**src/vaddrgen_pkg.sv**
```systemverilog
////////////////////////////////////////
// Vector address generator package
// Shared widths, element encodings and request structs
////////////////////////////////////////

`default_nettype none

package vaddrgen_pkg;

  // Datapath widths
  localparam int unsigned AddrWidth     = 32;
  localparam int unsigned VlWidth       = 8;
  localparam int unsigned BusBytes      = 8;
  localparam int unsigned BusSizeLog    = 3;
  localparam int unsigned MaxBeatsWidth = 8;

  // Default queue depths
  localparam int unsigned InQueueDepth  = 2;
  localparam int unsigned CmdQueueDepth = 4;

  // Element width, code equals log2 of the element size in bytes
  typedef enum logic [1:0] {
    eew_byte   = 2'd0,
    eew_half   = 2'd1,
    eew_word   = 2'd2,
    eew_double = 2'd3
  } eew_e;

  // Incoming vector memory request
  typedef struct packed {
    logic [AddrWidth-1:0] addr;
    logic [VlWidth-1:0]   vl;
    logic [AddrWidth-1:0] stride;
    eew_e                 eew;
    logic                 is_load;
    logic                 is_burst;
  } vmem_req_t;

  // Decoded request, count is elements left or beats minus one
  typedef struct packed {
    logic [AddrWidth-1:0]     addr;
    logic [AddrWidth-1:0]     stride;
    logic [MaxBeatsWidth-1:0] count;
    logic [2:0]               size;
    logic                     is_load;
    logic                     is_burst;
    logic                     misaligned;
  } vmem_dec_t;

  // Address channel request
  typedef struct packed {
    logic [AddrWidth-1:0]     addr;
    logic [MaxBeatsWidth-1:0] len;
    logic [2:0]               size;
    logic                     is_load;
  } ax_req_t;

  // Command towards the load/store units
  typedef struct packed {
    logic [AddrWidth-1:0]     addr;
    logic [MaxBeatsWidth-1:0] len;
    logic [2:0]               size;
    logic                     is_load;
  } lsu_cmd_t;

endpackage

`default_nettype wire
```
**src/vaddrgen_top.sv**
```systemverilog
////////////////////////////////////////
// Vector address generator top level
// Input queue, decoder, sequencer and command queue
////////////////////////////////////////

`default_nettype none

module vaddrgen_top #(
  parameter int unsigned InQueueDepth  = vaddrgen_pkg::InQueueDepth,
  parameter int unsigned CmdQueueDepth = vaddrgen_pkg::CmdQueueDepth
) (
  input  wire logic                    clk_i,
  input  wire logic                    rst_ni,
  // Vector memory requests
  input  wire vaddrgen_pkg::vmem_req_t req_i,
  input  wire logic                    req_valid_i,
  output logic                         req_ready_o,
  // Address channel
  output vaddrgen_pkg::ax_req_t        ax_o,
  output logic                         ax_valid_o,
  input  wire logic                    ax_ready_i,
  // Load/store unit commands
  output vaddrgen_pkg::lsu_cmd_t       lsu_cmd_o,
  output logic                         lsu_valid_o,
  input  wire logic                    lsu_ready_i,
  // Core status and completion
  input  wire logic                    core_st_pending_i,
  output logic                         ack_o,
  output logic                         ack_error_o
);

  import vaddrgen_pkg::*;

  ////////////////////////////////////////
  // Internal links
  ////////////////////////////////////////

  // Input queue to decoder
  vmem_req_t in_req;
  logic      in_valid;
  logic      in_ready;
  // Decoder to sequencer
  vmem_dec_t dec;
  logic      dec_valid;
  logic      dec_ready;
  // Sequencer to command queue
  lsu_cmd_t  cmd;
  logic      cmd_valid;
  logic      cmd_ready;
  logic      cmd_empty;

  vaddrgen_fifo #(
    .Depth(InQueueDepth),
    .dtype(vmem_req_t)
  ) i_in_queue (
    .clk_i  (clk_i),
    .rst_ni (rst_ni),
    .data_i (req_i),
    .valid_i(req_valid_i),
    .ready_o(req_ready_o),
    .data_o (in_req),
    .valid_o(in_valid),
    .ready_i(in_ready),
    .empty_o()
  );

  vmem_decoder i_decoder (
    .clk_i      (clk_i),
    .rst_ni     (rst_ni),
    .req_i      (in_req),
    .req_valid_i(in_valid),
    .req_ready_o(in_ready),
    .dec_o      (dec),
    .dec_valid_o(dec_valid),
    .dec_ready_i(dec_ready)
  );

  ax_sequencer i_sequencer (
    .clk_i            (clk_i),
    .rst_ni           (rst_ni),
    .dec_i            (dec),
    .dec_valid_i      (dec_valid),
    .dec_ready_o      (dec_ready),
    .core_st_pending_i(core_st_pending_i),
    .ax_o             (ax_o),
    .ax_valid_o       (ax_valid_o),
    .ax_ready_i       (ax_ready_i),
    .cmd_o            (cmd),
    .cmd_valid_o      (cmd_valid),
    .cmd_ready_i      (cmd_ready),
    .cmd_empty_i      (cmd_empty),
    // Direction of the oldest queued command
    .cmd_head_load_i  (lsu_cmd_o.is_load),
    .ack_o            (ack_o),
    .ack_error_o      (ack_error_o)
  );

  // Head of this queue drives the unit command outputs
  vaddrgen_fifo #(
    .Depth(CmdQueueDepth),
    .dtype(lsu_cmd_t)
  ) i_cmd_queue (
    .clk_i  (clk_i),
    .rst_ni (rst_ni),
    .data_i (cmd),
    .valid_i(cmd_valid),
    .ready_o(cmd_ready),
    .data_o (lsu_cmd_o),
    .valid_o(lsu_valid_o),
    .ready_i(lsu_ready_i),
    .empty_o(cmd_empty)
  );

endmodule

`default_nettype wire

```
**src/ax_sequencer.sv**
```systemverilog
////////////////////////////////////////
// Address request sequencer
// Issues burst or strided requests with matching unit commands
////////////////////////////////////////

`default_nettype none

module ax_sequencer (
  input  wire logic                    clk_i,
  input  wire logic                    rst_ni,
  // Decoded request
  input  wire vaddrgen_pkg::vmem_dec_t dec_i,
  input  wire logic                    dec_valid_i,
  output logic                         dec_ready_o,
  // Scalar store pending in the core
  input  wire logic                    core_st_pending_i,
  // Address channel
  output vaddrgen_pkg::ax_req_t        ax_o,
  output logic                         ax_valid_o,
  input  wire logic                    ax_ready_i,
  // Command queue push side and head status
  output vaddrgen_pkg::lsu_cmd_t       cmd_o,
  output logic                         cmd_valid_o,
  input  wire logic                    cmd_ready_i,
  input  wire logic                    cmd_empty_i,
  input  wire logic                    cmd_head_load_i,
  // Completion
  output logic                         ack_o,
  output logic                         ack_error_o
);

  import vaddrgen_pkg::*;

  typedef enum logic [1:0] {
    st_idle,
    st_err_ack,
    st_wait_st,
    st_request
  } seq_state_e;

  seq_state_e state_d, state_q;
  // Current request, address and count advance per element
  vmem_dec_t  cur_d, cur_q;
  // Request shown on the address channel, command already pushed
  logic       pending_d, pending_q;
  logic       issue_ok;
  logic       ax_hs;

  // Room in the queue, no scalar store, same direction as queued entries
  assign issue_ok = cmd_ready_i && !core_st_pending_i &&
                    (cmd_empty_i || (cmd_head_load_i == cur_q.is_load));
  assign ax_hs    = ax_valid_o && ax_ready_i;

  // Address request and command carry the same content
  assign ax_o.addr    = cur_q.addr;
  assign ax_o.len     = cur_q.is_burst ? cur_q.count : '0;
  assign ax_o.size    = cur_q.size;
  assign ax_o.is_load = cur_q.is_load;

  assign cmd_o.addr    = ax_o.addr;
  assign cmd_o.len     = ax_o.len;
  assign cmd_o.size    = ax_o.size;
  assign cmd_o.is_load = ax_o.is_load;

  always_comb begin
    state_d     = state_q;
    cur_d       = cur_q;
    pending_d   = pending_q;
    dec_ready_o = 1'b0;
    ax_valid_o  = 1'b0;
    cmd_valid_o = 1'b0;
    ack_o       = 1'b0;
    ack_error_o = 1'b0;

    case (state_q)
      st_idle: begin
        dec_ready_o = 1'b1;
        if (dec_valid_i) begin
          cur_d = dec_i;
          if (dec_i.misaligned) begin
            state_d = st_err_ack;
          end else if (core_st_pending_i) begin
            state_d = st_wait_st;
          end else begin
            state_d = st_request;
          end
        end
      end
      // Misaligned base, report and drop
      st_err_ack: begin
        ack_o       = 1'b1;
        ack_error_o = 1'b1;
        state_d     = st_idle;
      end
      st_wait_st: begin
        if (!core_st_pending_i) begin
          state_d = st_request;
        end
      end
      st_request: begin
        // Once shown the request holds until the handshake
        ax_valid_o  = pending_q || issue_ok;
        // Command goes into the queue on the first cycle only
        cmd_valid_o = !pending_q && issue_ok;
        if (ax_hs) begin
          pending_d = 1'b0;
          if (cur_q.is_burst || (cur_q.count == MaxBeatsWidth'(1))) begin
            ack_o   = 1'b1;
            state_d = st_idle;
          end else begin
            // Next element
            cur_d.count = cur_q.count - 1'b1;
            cur_d.addr  = cur_q.addr + cur_q.stride;
          end
        end else if (ax_valid_o) begin
          pending_d = 1'b1;
        end
      end
      default: begin
        state_d = st_idle;
      end
    endcase
  end

  always_ff @(posedge clk_i or negedge rst_ni) begin
    if (!rst_ni) begin
      state_q   <= st_idle;
      pending_q <= 1'b0;
    end else begin
      state_q   <= state_d;
      pending_q <= pending_d;
    end
  end

  always_ff @(posedge clk_i) begin
    cur_q <= cur_d;
  end

  // A stalled address request keeps valid and payload
  a_ax_stable: assert property (@(posedge clk_i) disable iff (!rst_ni)
    (ax_valid_o && !ax_ready_i) |=> (ax_valid_o && $stable(ax_o)));

endmodule

`default_nettype wire

```
**src/vmem_decoder.sv**
```systemverilog
////////////////////////////////////////
// Vector memory request decoder
// Alignment check, beat count and size, one register stage
////////////////////////////////////////

`default_nettype none

module vmem_decoder (
  input  wire logic                    clk_i,
  input  wire logic                    rst_ni,
  // Request side
  input  wire vaddrgen_pkg::vmem_req_t req_i,
  input  wire logic                    req_valid_i,
  output logic                         req_ready_o,
  // Decoded side
  output vaddrgen_pkg::vmem_dec_t      dec_o,
  output logic                         dec_valid_o,
  input  wire logic                    dec_ready_i
);

  import vaddrgen_pkg::*;

  // Enough bits for the byte offset plus the full byte length
  localparam int unsigned SpanWidth = BusSizeLog + MaxBeatsWidth;

  vmem_dec_t            dec_d, dec_q;
  logic                 valid_q;
  logic                 accept;
  logic [BusSizeLog:0]  elem_bytes;
  logic [BusSizeLog:0]  elem_mask;
  logic [SpanWidth-1:0] byte_span;

  // Element size in bytes and its low-bit mask
  assign elem_bytes = {{BusSizeLog{1'b0}}, 1'b1} << req_i.eew;
  assign elem_mask  = elem_bytes - 1'b1;

  // Offset of the last byte from the bus word of the base address
  assign byte_span = SpanWidth'(req_i.addr[BusSizeLog-1:0])
                   + (SpanWidth'(req_i.vl) << req_i.eew)
                   - SpanWidth'(1);

  always_comb begin
    dec_d.addr       = req_i.addr;
    dec_d.stride     = req_i.stride;
    dec_d.is_load    = req_i.is_load;
    dec_d.is_burst   = req_i.is_burst;
    // Any set bit below the element width
    dec_d.misaligned = |(req_i.addr[BusSizeLog-1:0] & elem_mask[BusSizeLog-1:0]);
    if (req_i.is_burst) begin
      // Full bus width, bus words touched minus one
      dec_d.size  = 3'(BusSizeLog);
      dec_d.count = byte_span[SpanWidth-1:BusSizeLog];
    end else begin
      // One element per request
      dec_d.size  = 3'(req_i.eew);
      dec_d.count = req_i.vl;
    end
  end

  // Take a new request when empty or when the held one leaves
  assign req_ready_o = !valid_q || dec_ready_i;
  assign accept      = req_valid_i && req_ready_o;

  always_ff @(posedge clk_i or negedge rst_ni) begin
    if (!rst_ni) begin
      valid_q <= 1'b0;
    end else if (accept) begin
      valid_q <= 1'b1;
    end else if (dec_ready_i) begin
      valid_q <= 1'b0;
    end
  end

  always_ff @(posedge clk_i) begin
    if (accept) begin
      dec_q <= dec_d;
    end
  end

  assign dec_o       = dec_q;
  assign dec_valid_o = valid_q;

  // Zero-length vectors never reach the sequencer
  a_vl_nonzero: assert property (@(posedge clk_i) disable iff (!rst_ni)
    accept |-> (req_i.vl != '0));

endmodule

`default_nettype wire

```
**src/vaddrgen_fifo.sv**
```systemverilog
////////////////////////////////////////
// Generic synchronous FIFO
// Valid/ready on both sides, payload set by a type parameter
////////////////////////////////////////

`default_nettype none

module vaddrgen_fifo #(
  parameter int unsigned Depth = 2,
  parameter type         dtype = logic
) (
  input  wire logic clk_i,
  input  wire logic rst_ni,
  // Write side
  input  wire dtype data_i,
  input  wire logic valid_i,
  output logic      ready_o,
  // Read side
  output dtype      data_o,
  output logic      valid_o,
  input  wire logic ready_i,
  output logic      empty_o
);

  localparam int unsigned PtrWidth = (Depth > 1) ? $clog2(Depth) : 1;
  localparam int unsigned CntWidth = $clog2(Depth + 1);

  // Payload storage
  dtype mem_q [Depth];

  logic [PtrWidth-1:0] wr_ptr_q, rd_ptr_q;
  logic [CntWidth-1:0] usage_q;
  logic                full;
  logic                push;
  logic                pop;

  assign full    = (usage_q == CntWidth'(Depth));
  assign empty_o = (usage_q == '0);
  assign ready_o = !full;
  assign valid_o = !empty_o;
  assign data_o  = mem_q[rd_ptr_q];

  // Transfers on each side
  assign push = valid_i && ready_o;
  assign pop  = valid_o && ready_i;

  always_ff @(posedge clk_i or negedge rst_ni) begin
    if (!rst_ni) begin
      wr_ptr_q <= '0;
      rd_ptr_q <= '0;
      usage_q  <= '0;
    end else begin
      if (push) begin
        // Wrap at the last slot
        wr_ptr_q <= (wr_ptr_q == PtrWidth'(Depth - 1)) ? '0 : wr_ptr_q + 1'b1;
      end
      if (pop) begin
        rd_ptr_q <= (rd_ptr_q == PtrWidth'(Depth - 1)) ? '0 : rd_ptr_q + 1'b1;
      end
      if (push && !pop) begin
        usage_q <= usage_q + 1'b1;
      end else if (pop && !push) begin
        usage_q <= usage_q - 1'b1;
      end
    end
  end

  always_ff @(posedge clk_i) begin
    if (push) begin
      mem_q[wr_ptr_q] <= data_i;
    end
  end

  // Occupancy never grows past the number of slots
  a_no_overflow: assert property (@(posedge clk_i) disable iff (!rst_ni)
    usage_q <= CntWidth'(Depth));

  // Pointers meet only when the queue is empty or full
  a_ptr_consistent: assert property (@(posedge clk_i) disable iff (!rst_ni)
    (wr_ptr_q == rd_ptr_q) == (empty_o || full));

endmodule

`default_nettype wire

```
**config.mk**
```make
export PLATFORM = sky130hd
export DESIGN_NAME = vaddrgen_top
export DESIGN_NICKNAME = d
export VERILOG_FILES = /design/src/vaddrgen_pkg.sv /design/src/vaddrgen_top.sv /design/src/ax_sequencer.sv /design/src/vmem_decoder.sv /design/src/vaddrgen_fifo.sv
export SDC_FILE = /design/constraint.sdc
export NUM_CORES = 1
export LEC_CHECK = 0
export BUFFER_PORTS_ARGS = -buffer_cell sky130_fd_sc_hd__buf_2
export CAP_MARGIN = 20
export CORE_ASPECT_RATIO = 0.7
export CORE_MARGIN = 8
export CORE_UTILIZATION = 40
export DETAILED_ROUTE_END_ITERATION = 8
export REMOVE_ABC_BUFFERS = 1
export SYNTH_ARGS = -nofsm -noshare
export SYNTH_HDL_FRONTEND = slang
export SYNTH_SLANG_ARGS = --single-unit
```
**constraint.sdc**
```tcl
create_clock -name clk_i -period 12.55 [get_ports clk_i]
set_input_delay 0.6275 -clock clk_i [delete_from_list [all_inputs] [get_ports clk_i]]
set_output_delay 0.6275 -clock clk_i [all_outputs]
set_load 0.05 [all_outputs]
```
# --- Word level (Yosys, flattened, before mapping) ---
# Memory sizes are Yosys's and may differ from the RTL's.
# Index checks and enable logic that the tools add are counted.
totals:
  regBits: 171
  ramBits: 328
  output_inout_bits: 93
  wordCells: 135
  mem_count: 2
classes:
  n_addsub: 13
  eq_ne: 14
  n_shift: 2
  n_mux: 39
  bitwise_logic: 1
  n_reduce_logical: 40
memory_table:
  columns: ["name", "depth", "width", "rd", "rd_ports_with_merged_regs", "wr", "line_no", "text"]
  rows:
  - ["i_cmd_queue.mem_q", 4, 44, 1, 0, 1, "vaddrgen_fifo.sv:29", "dtype mem_q [Depth];"]
  - ["i_in_queue.mem_q", 2, 76, 1, 0, 1, "vaddrgen_fifo.sv:29", null]
ops:
  columns: ["cell", "n"]
  rows:
  - ["$mux W78", 1]
  - ["$mux W32", 2]
  - ["$pmux W32 S2", 1]
  - ["$add A32 B32 Y32", 1]
  - ["$mux W8", 3]
  - ["$mux W2", 9]
  - ["$mux W1", 17]
  - ["$pmux W8 S2", 1]
  - ["$logic_and A1 B1 Y1", 12]
  - ["$add A3 B11 Y11", 1]
  - ["$logic_not A1 Y1", 11]
  - ["$mux W11", 1]
  - ["$shl A8 B2 Y11", 1]
  - ["$sub A11 B1 Y11 const B", 1]
  - ["$eq A2 B2 Y1 const B", 5]
  - ["$reduce_bool A2 Y1", 5]
  - ["$eq A8 B1 Y1 const B", 1]
  - ["$pmux W2 S4", 1]
  - ["$reduce_and A4 Y1", 2]
  - ["$sub A8 B1 Y8 const B", 1]
  - ["$add A2 B1 Y2 const B", 3]
  - ["$mux W3", 2]
  - ["$ne A2 B2 Y1 const B", 3]
  - ["$sub A3 B1 Y3 const B", 2]
  - ["15 further kinds", 22]

# --- Depth between registers and ports, before layout ---
depth:
  word_depth: 11
  depth_mapped: 17
  ltp_nobuf: 15

# --- Cells and area by module ---
# Synthesis repeated with hierarchy kept, for this count alone.
unflattened:
  cells_unflattened: 1289
  hier_area_um2: 21301.7
modules_own_cells:
  columns: ["mod", "n_inst", "cells_per_inst", "area_per_inst_um2", "seq_area_each_um2"]
  rows:
  - ["vaddrgen_fifo at i_cmd_queue", 1, 267, 6780.3, 5460.2]
  - ["vaddrgen_fifo at i_in_queue", 1, 256, 5818.1, 4664.5]
  - ["ax_sequencer", 1, 563, 5504.0, 2387.3]
  - ["vmem_decoder", 1, 203, 3199.3, 2337.2]

# --- Worst setup path before layout ---
# No wires, ideal clock.
synth_timing:
  kind: "reg2reg"
  startpoint: "reg i_in_queue.usage_q[0]"
  endpoint: "mem i_in_queue.mem_q[0][0] in the netlist's numbering, enable pin"
  setup_ps: 511
  arrival_ps: 4263
  setup_slack_ps: 7776
  path_stages_with_launch: 4
  path_buffers: 0
  period_less_slack_ps: 4774
  path_cell_list: "dfrtp_1 -> nand2b_1 -> nand2_1 -> nor2_1"
synth_between:
  elab_chain_cells: 5
synth_lines:
  columns: ["element", "line_no", "text"]
  rows:
  - ["from (decl)", "vaddrgen_fifo.sv:32", "logic [CntWidth-1:0] usage_q;"]
  - ["from (signal assigned)", "vaddrgen_fifo.sv:61", "usage_q <= usage_q + 1'b1;"]
  - ["from (signal assigned)", "vaddrgen_fifo.sv:63", "usage_q <= usage_q - 1'b1;"]
  - ["$eq A2 B2 Y1", "vaddrgen_fifo.sv:37", "assign full = (usage_q == CntWidth'(Depth));"]
  - ["$logic_not A1 Y1", "vaddrgen_fifo.sv:39", "assign ready_o = !full;"]
  - ["via req_ready_o", "vaddrgen_top.sv:17", "output logic req_ready_o,"]
  - ["$logic_and A1 B1 Y1", "vaddrgen_fifo.sv:44", "assign push = valid_i && ready_o;"]
  - ["$mux W1", "vaddrgen_fifo.sv:69", "if (push) begin"]
  - ["$mux W1 (not written as such)", "vaddrgen_fifo.sv:70", "mem_q[wr_ptr_q] <= data_i;"]
  - ["to (decl)", "vaddrgen_fifo.sv:29", null]
# The timed path passes the listed nets, and every way through them passes these cells.

==> run metrics <==
Die Width=287 um; Post-synth top flop=edfxtp_1; Final Core Density=0.463; largest net degree at the start of global routing=73; die area=59,100 um2; clock share of power=0.215; layout filler cell count=4,428; Clock transition at path regs=0.06 ns; WP data required=12.87 ns; initial core utilization=0.405; met2 Resource Use GR=0.231; grt met1 use=0.210; Compound-Gate Fraction of Synth Area=0.0601; PwrDens=273 nW/um2; total CTS buffers=49; final worst path period need=4.22 ns; Seq/Total Area, Yosys=0.714; setup violators final=0; vias in the first global route=11,110; Worst Tran Pin Value=1.05 ns; Routed Antenna Nets=0; #FFs+latches synth=492; Die Ht=206 um; P_int=0.00397 W; type of origin of the critical path=flop; Worst setup EP type=flop; Logic pwr share=0.383; Netlist Area Pre-Place=20,600 um2; Post-Syn Instances=1,238; initial antenna violation count=0; Synth Warn #=0; share of cells above drive strength 1=0.279; DRT Pass-1 Iters=5; Crit path arrival time=4.54 ns; CTS tree=built; gr ovfl total=0; clk sinks=492; DR DRC count=0; switching power total=0.00245 W; Post-synth EDFFs=477; met3 Use GR=0.0346; final net count=1,528; FMAX=0.237 GHz; combinational family with the most area after synthesis=multiplexers; CTS Buffer Depth=3; sw frac=0.382; Post-Route Skew=0.0130 ns; CP max FO=51; port bufs=172; Hold Crit Depth=1; Post-Synth Adder-Cell Area=0.0323; Layout Cells excl Fill=2,103; first-pass GRT wire length=67.5 mm; fraction of registers with async set or reset after synthesis=0.0305; worst-skew pair later-pin latency=0.58 ns; DRT iter0 DRCs=766; Placed Cells=2,015; Sequential Power Share=0.402; XOR/XNOR share of the synthesized area=0.0200; CTS H-tree depth=2; RSZ-0062 raised after global routing=false; Fin Setup TNS=0 ns; Max transition margin=0.298; Post-CTS Setup Repair Bufs=0; Routed Wire Length=44.4 mm; simple-gate share of the synthesized area=0.0525; outcome=complete, no violations; dpl hpwl=29.5 mm; maxcap violations=0; All-Layer GR Usage=0.149; IO Pins=175; worst-case reg-to-reg path depth=15; Core Area=50,800 um2; worst vdd rail ir drop=142 uV; WHS=0.230 ns; commonest cells after routing, fill and taps aside=477 x edfxtp_1, 172 x buf_2, 72 x mux2_2, 62 x o21ai_0, 59 x nand2_1; wire per inst=21.1 um; placement row count=69; Final period util=0.336; Clock Tree Root=clkbuf_16; via count=10,838; WS Path Type=flop to flop; Synth Area per Inst=16.6 um2; Syn-to-layout area delta=14.1%; post-synthesis mux area share=0.0925; most common cell after layout, fill and taps aside=edfxtp_1; type of the worst min-delay path=input port to flop; Diodes inserted=0; final hold violations=0; synth unique cells=71; Slew Limit Fails=0; Most Crowded Layer GR=met2; RD Place Congestion=0.879; leakage=8.24 nW; vias per cell=5.15
## flip-flops by register name (all words and copies together) (netlist names), 3 cells and up
signal / count
i_cmd_queue.mem_q: 172
i_sequencer.cur_q: 41
i_decoder.dec_o: 77
i_in_queue.mem_q: 152
i_cmd_queue.usage_q: 3
i_sequencer.ax_o: 35
## cells in the mapped netlist, types with 3 or more instances
cell,count,share of area
nand2b_1,14,0.0043
edfxtp_1,477,0.70
mux2_2,72,0.039
o21bai_1,7,0.0026
a21o_1,19,0.0069
inv_1,28,0.0051
o31ai_1,3,0.0011
ha_1,50,0.030
o21ai_0,62,0.015
nor2b_1,8,0.0024
xor2_1,23,0.0098
nand4_1,7,0.0021
clkbuf_1,32,0.0058
nor4_1,7,0.0021
a31oi_1,5,0.0015
buf_2,7,0.0017
nor3_1,6,0.0015
and2_1,18,0.0055
nand3_1,37,0.0090
nor2_1,38,0.0069
o211ai_1,4,0.0015
a21oi_1,47,0.011
dfrtp_1,15,0.018
a211oi_1,5,0.0018
o21a_1,7,0.0026
buf_1,6,0.0011
nand2_1,60,0.011
xnor2_1,24,0.010
mux4_2,43,0.047
mux2i_1,11,0.0053
a21oi_2,4,0.0017
o21ai_1,5,0.0012
and3_1,3,0.00091
buf_4,38,0.014
## cells by family after synthesis
| kind of cell | count (synthesis) |
|---|---|
| buffers and inverters | 113 |
| other | 1 |
| muxes | 127 |
| xor gates and xnor gates | 47 |
| DFF | 492 |
| and+or+nand+nor | 216 |
| adders and majority gates | 52 |
| AOI/OAI and AO/OA | 190 |
## routing by layer
metal,up-vias,share of wire
li1,5056,-
met1,5450,0.47
met2,277,0.46
met3,55,0.058
met4,0,0.018
met5,-,0
## worst paths after layout
path	start	endpoint	slack, ns
setup / recovery	i_in_queue.rd_ptr_q	i_decoder.dec_o[12]	8.33
hold / removal	req_i[14]	i_in_queue.mem_q[0][14]	0.23
setup reg to reg	i_in_queue.rd_ptr_q	i_decoder.dec_o[12]	8.33
hold reg to reg	i_decoder.dec_o[15]	i_sequencer.cur_q[15]	0.42
max in group asynchronous	rst_ni	i_cmd_queue.rd_ptr_q[0]	11.68
min in group asynchronous	rst_ni	i_cmd_queue.wr_ptr_q[1]	0.52
## stage by stage
stage / setup slack, ns / total power (W) / instance area (um2)
after CTS: 8.29 / 0.00650 / 23500
after global routing: 8.03 / 0.00679 / 23500
after floorplan: 7.61 / 0.00439 / 20100
after detailed placement: 8.33 / 0.00509 / 22000
after global placement: 8.42 / 0.00505 / 22000
final: 8.33 / 0.00641 / 23500
## power by group through the flow
| stage | logic, W | clock network, W | registers (W) |
|---|---|---|---|
| 6_report | 0.00246 | 0.00138 | 0.00257 |
| 3_5_place_dp | 0.00247 | 0 | 0.00262 |
| 2_1_floorplan | 0.00168 | 0 | 0.00271 |
| 4_1_cts | 0.00249 | 0.00142 | 0.00259 |
| 3_3_place_gp | 0.00244 | 0 | 0.00261 |
| 5_1_grt | 0.00268 | 0.00148 | 0.00263 |
## cell type report
class                           instances  area [um2]  share of cell area
Timing Repair Buffer                  188        1010              0.0429
Clock buffer                           58        1270              0.0541
Tap cell                              674         843              0.0359
Inverter                               29         110             0.00469
Clock inverter                         28         220             0.00937
Multi-Input combinational cell        634        5330               0.227
Sequential cell                       492       14700               0.626
## critical path, stage by stage, from the launching register on
cell and delay [ns]:
dfrtp_4 0.79, buf_4 0.63, nand3b_1 0.21, nand3_1 0.12
o21ai_0 0.10, ha_1 0.30, inv_1 0.04, ha_1 0.27
nor2b_1 0.15, o21a_1 0.19, o32a_4 0.23, a41oi_2 0.25
a21oi_2 0.11, a21oi_2 0.20, xor2_1 0.16, o21ai_1 0.07
## timing repair
item                                    in CTS  in global routing
endpoints found under the setup margin       0                  0
hold buffers                                 1                  0
gates resized for setup                      0                  0
endpoints found under the hold margin       15                  0
(Power assumes the default switching activity.)
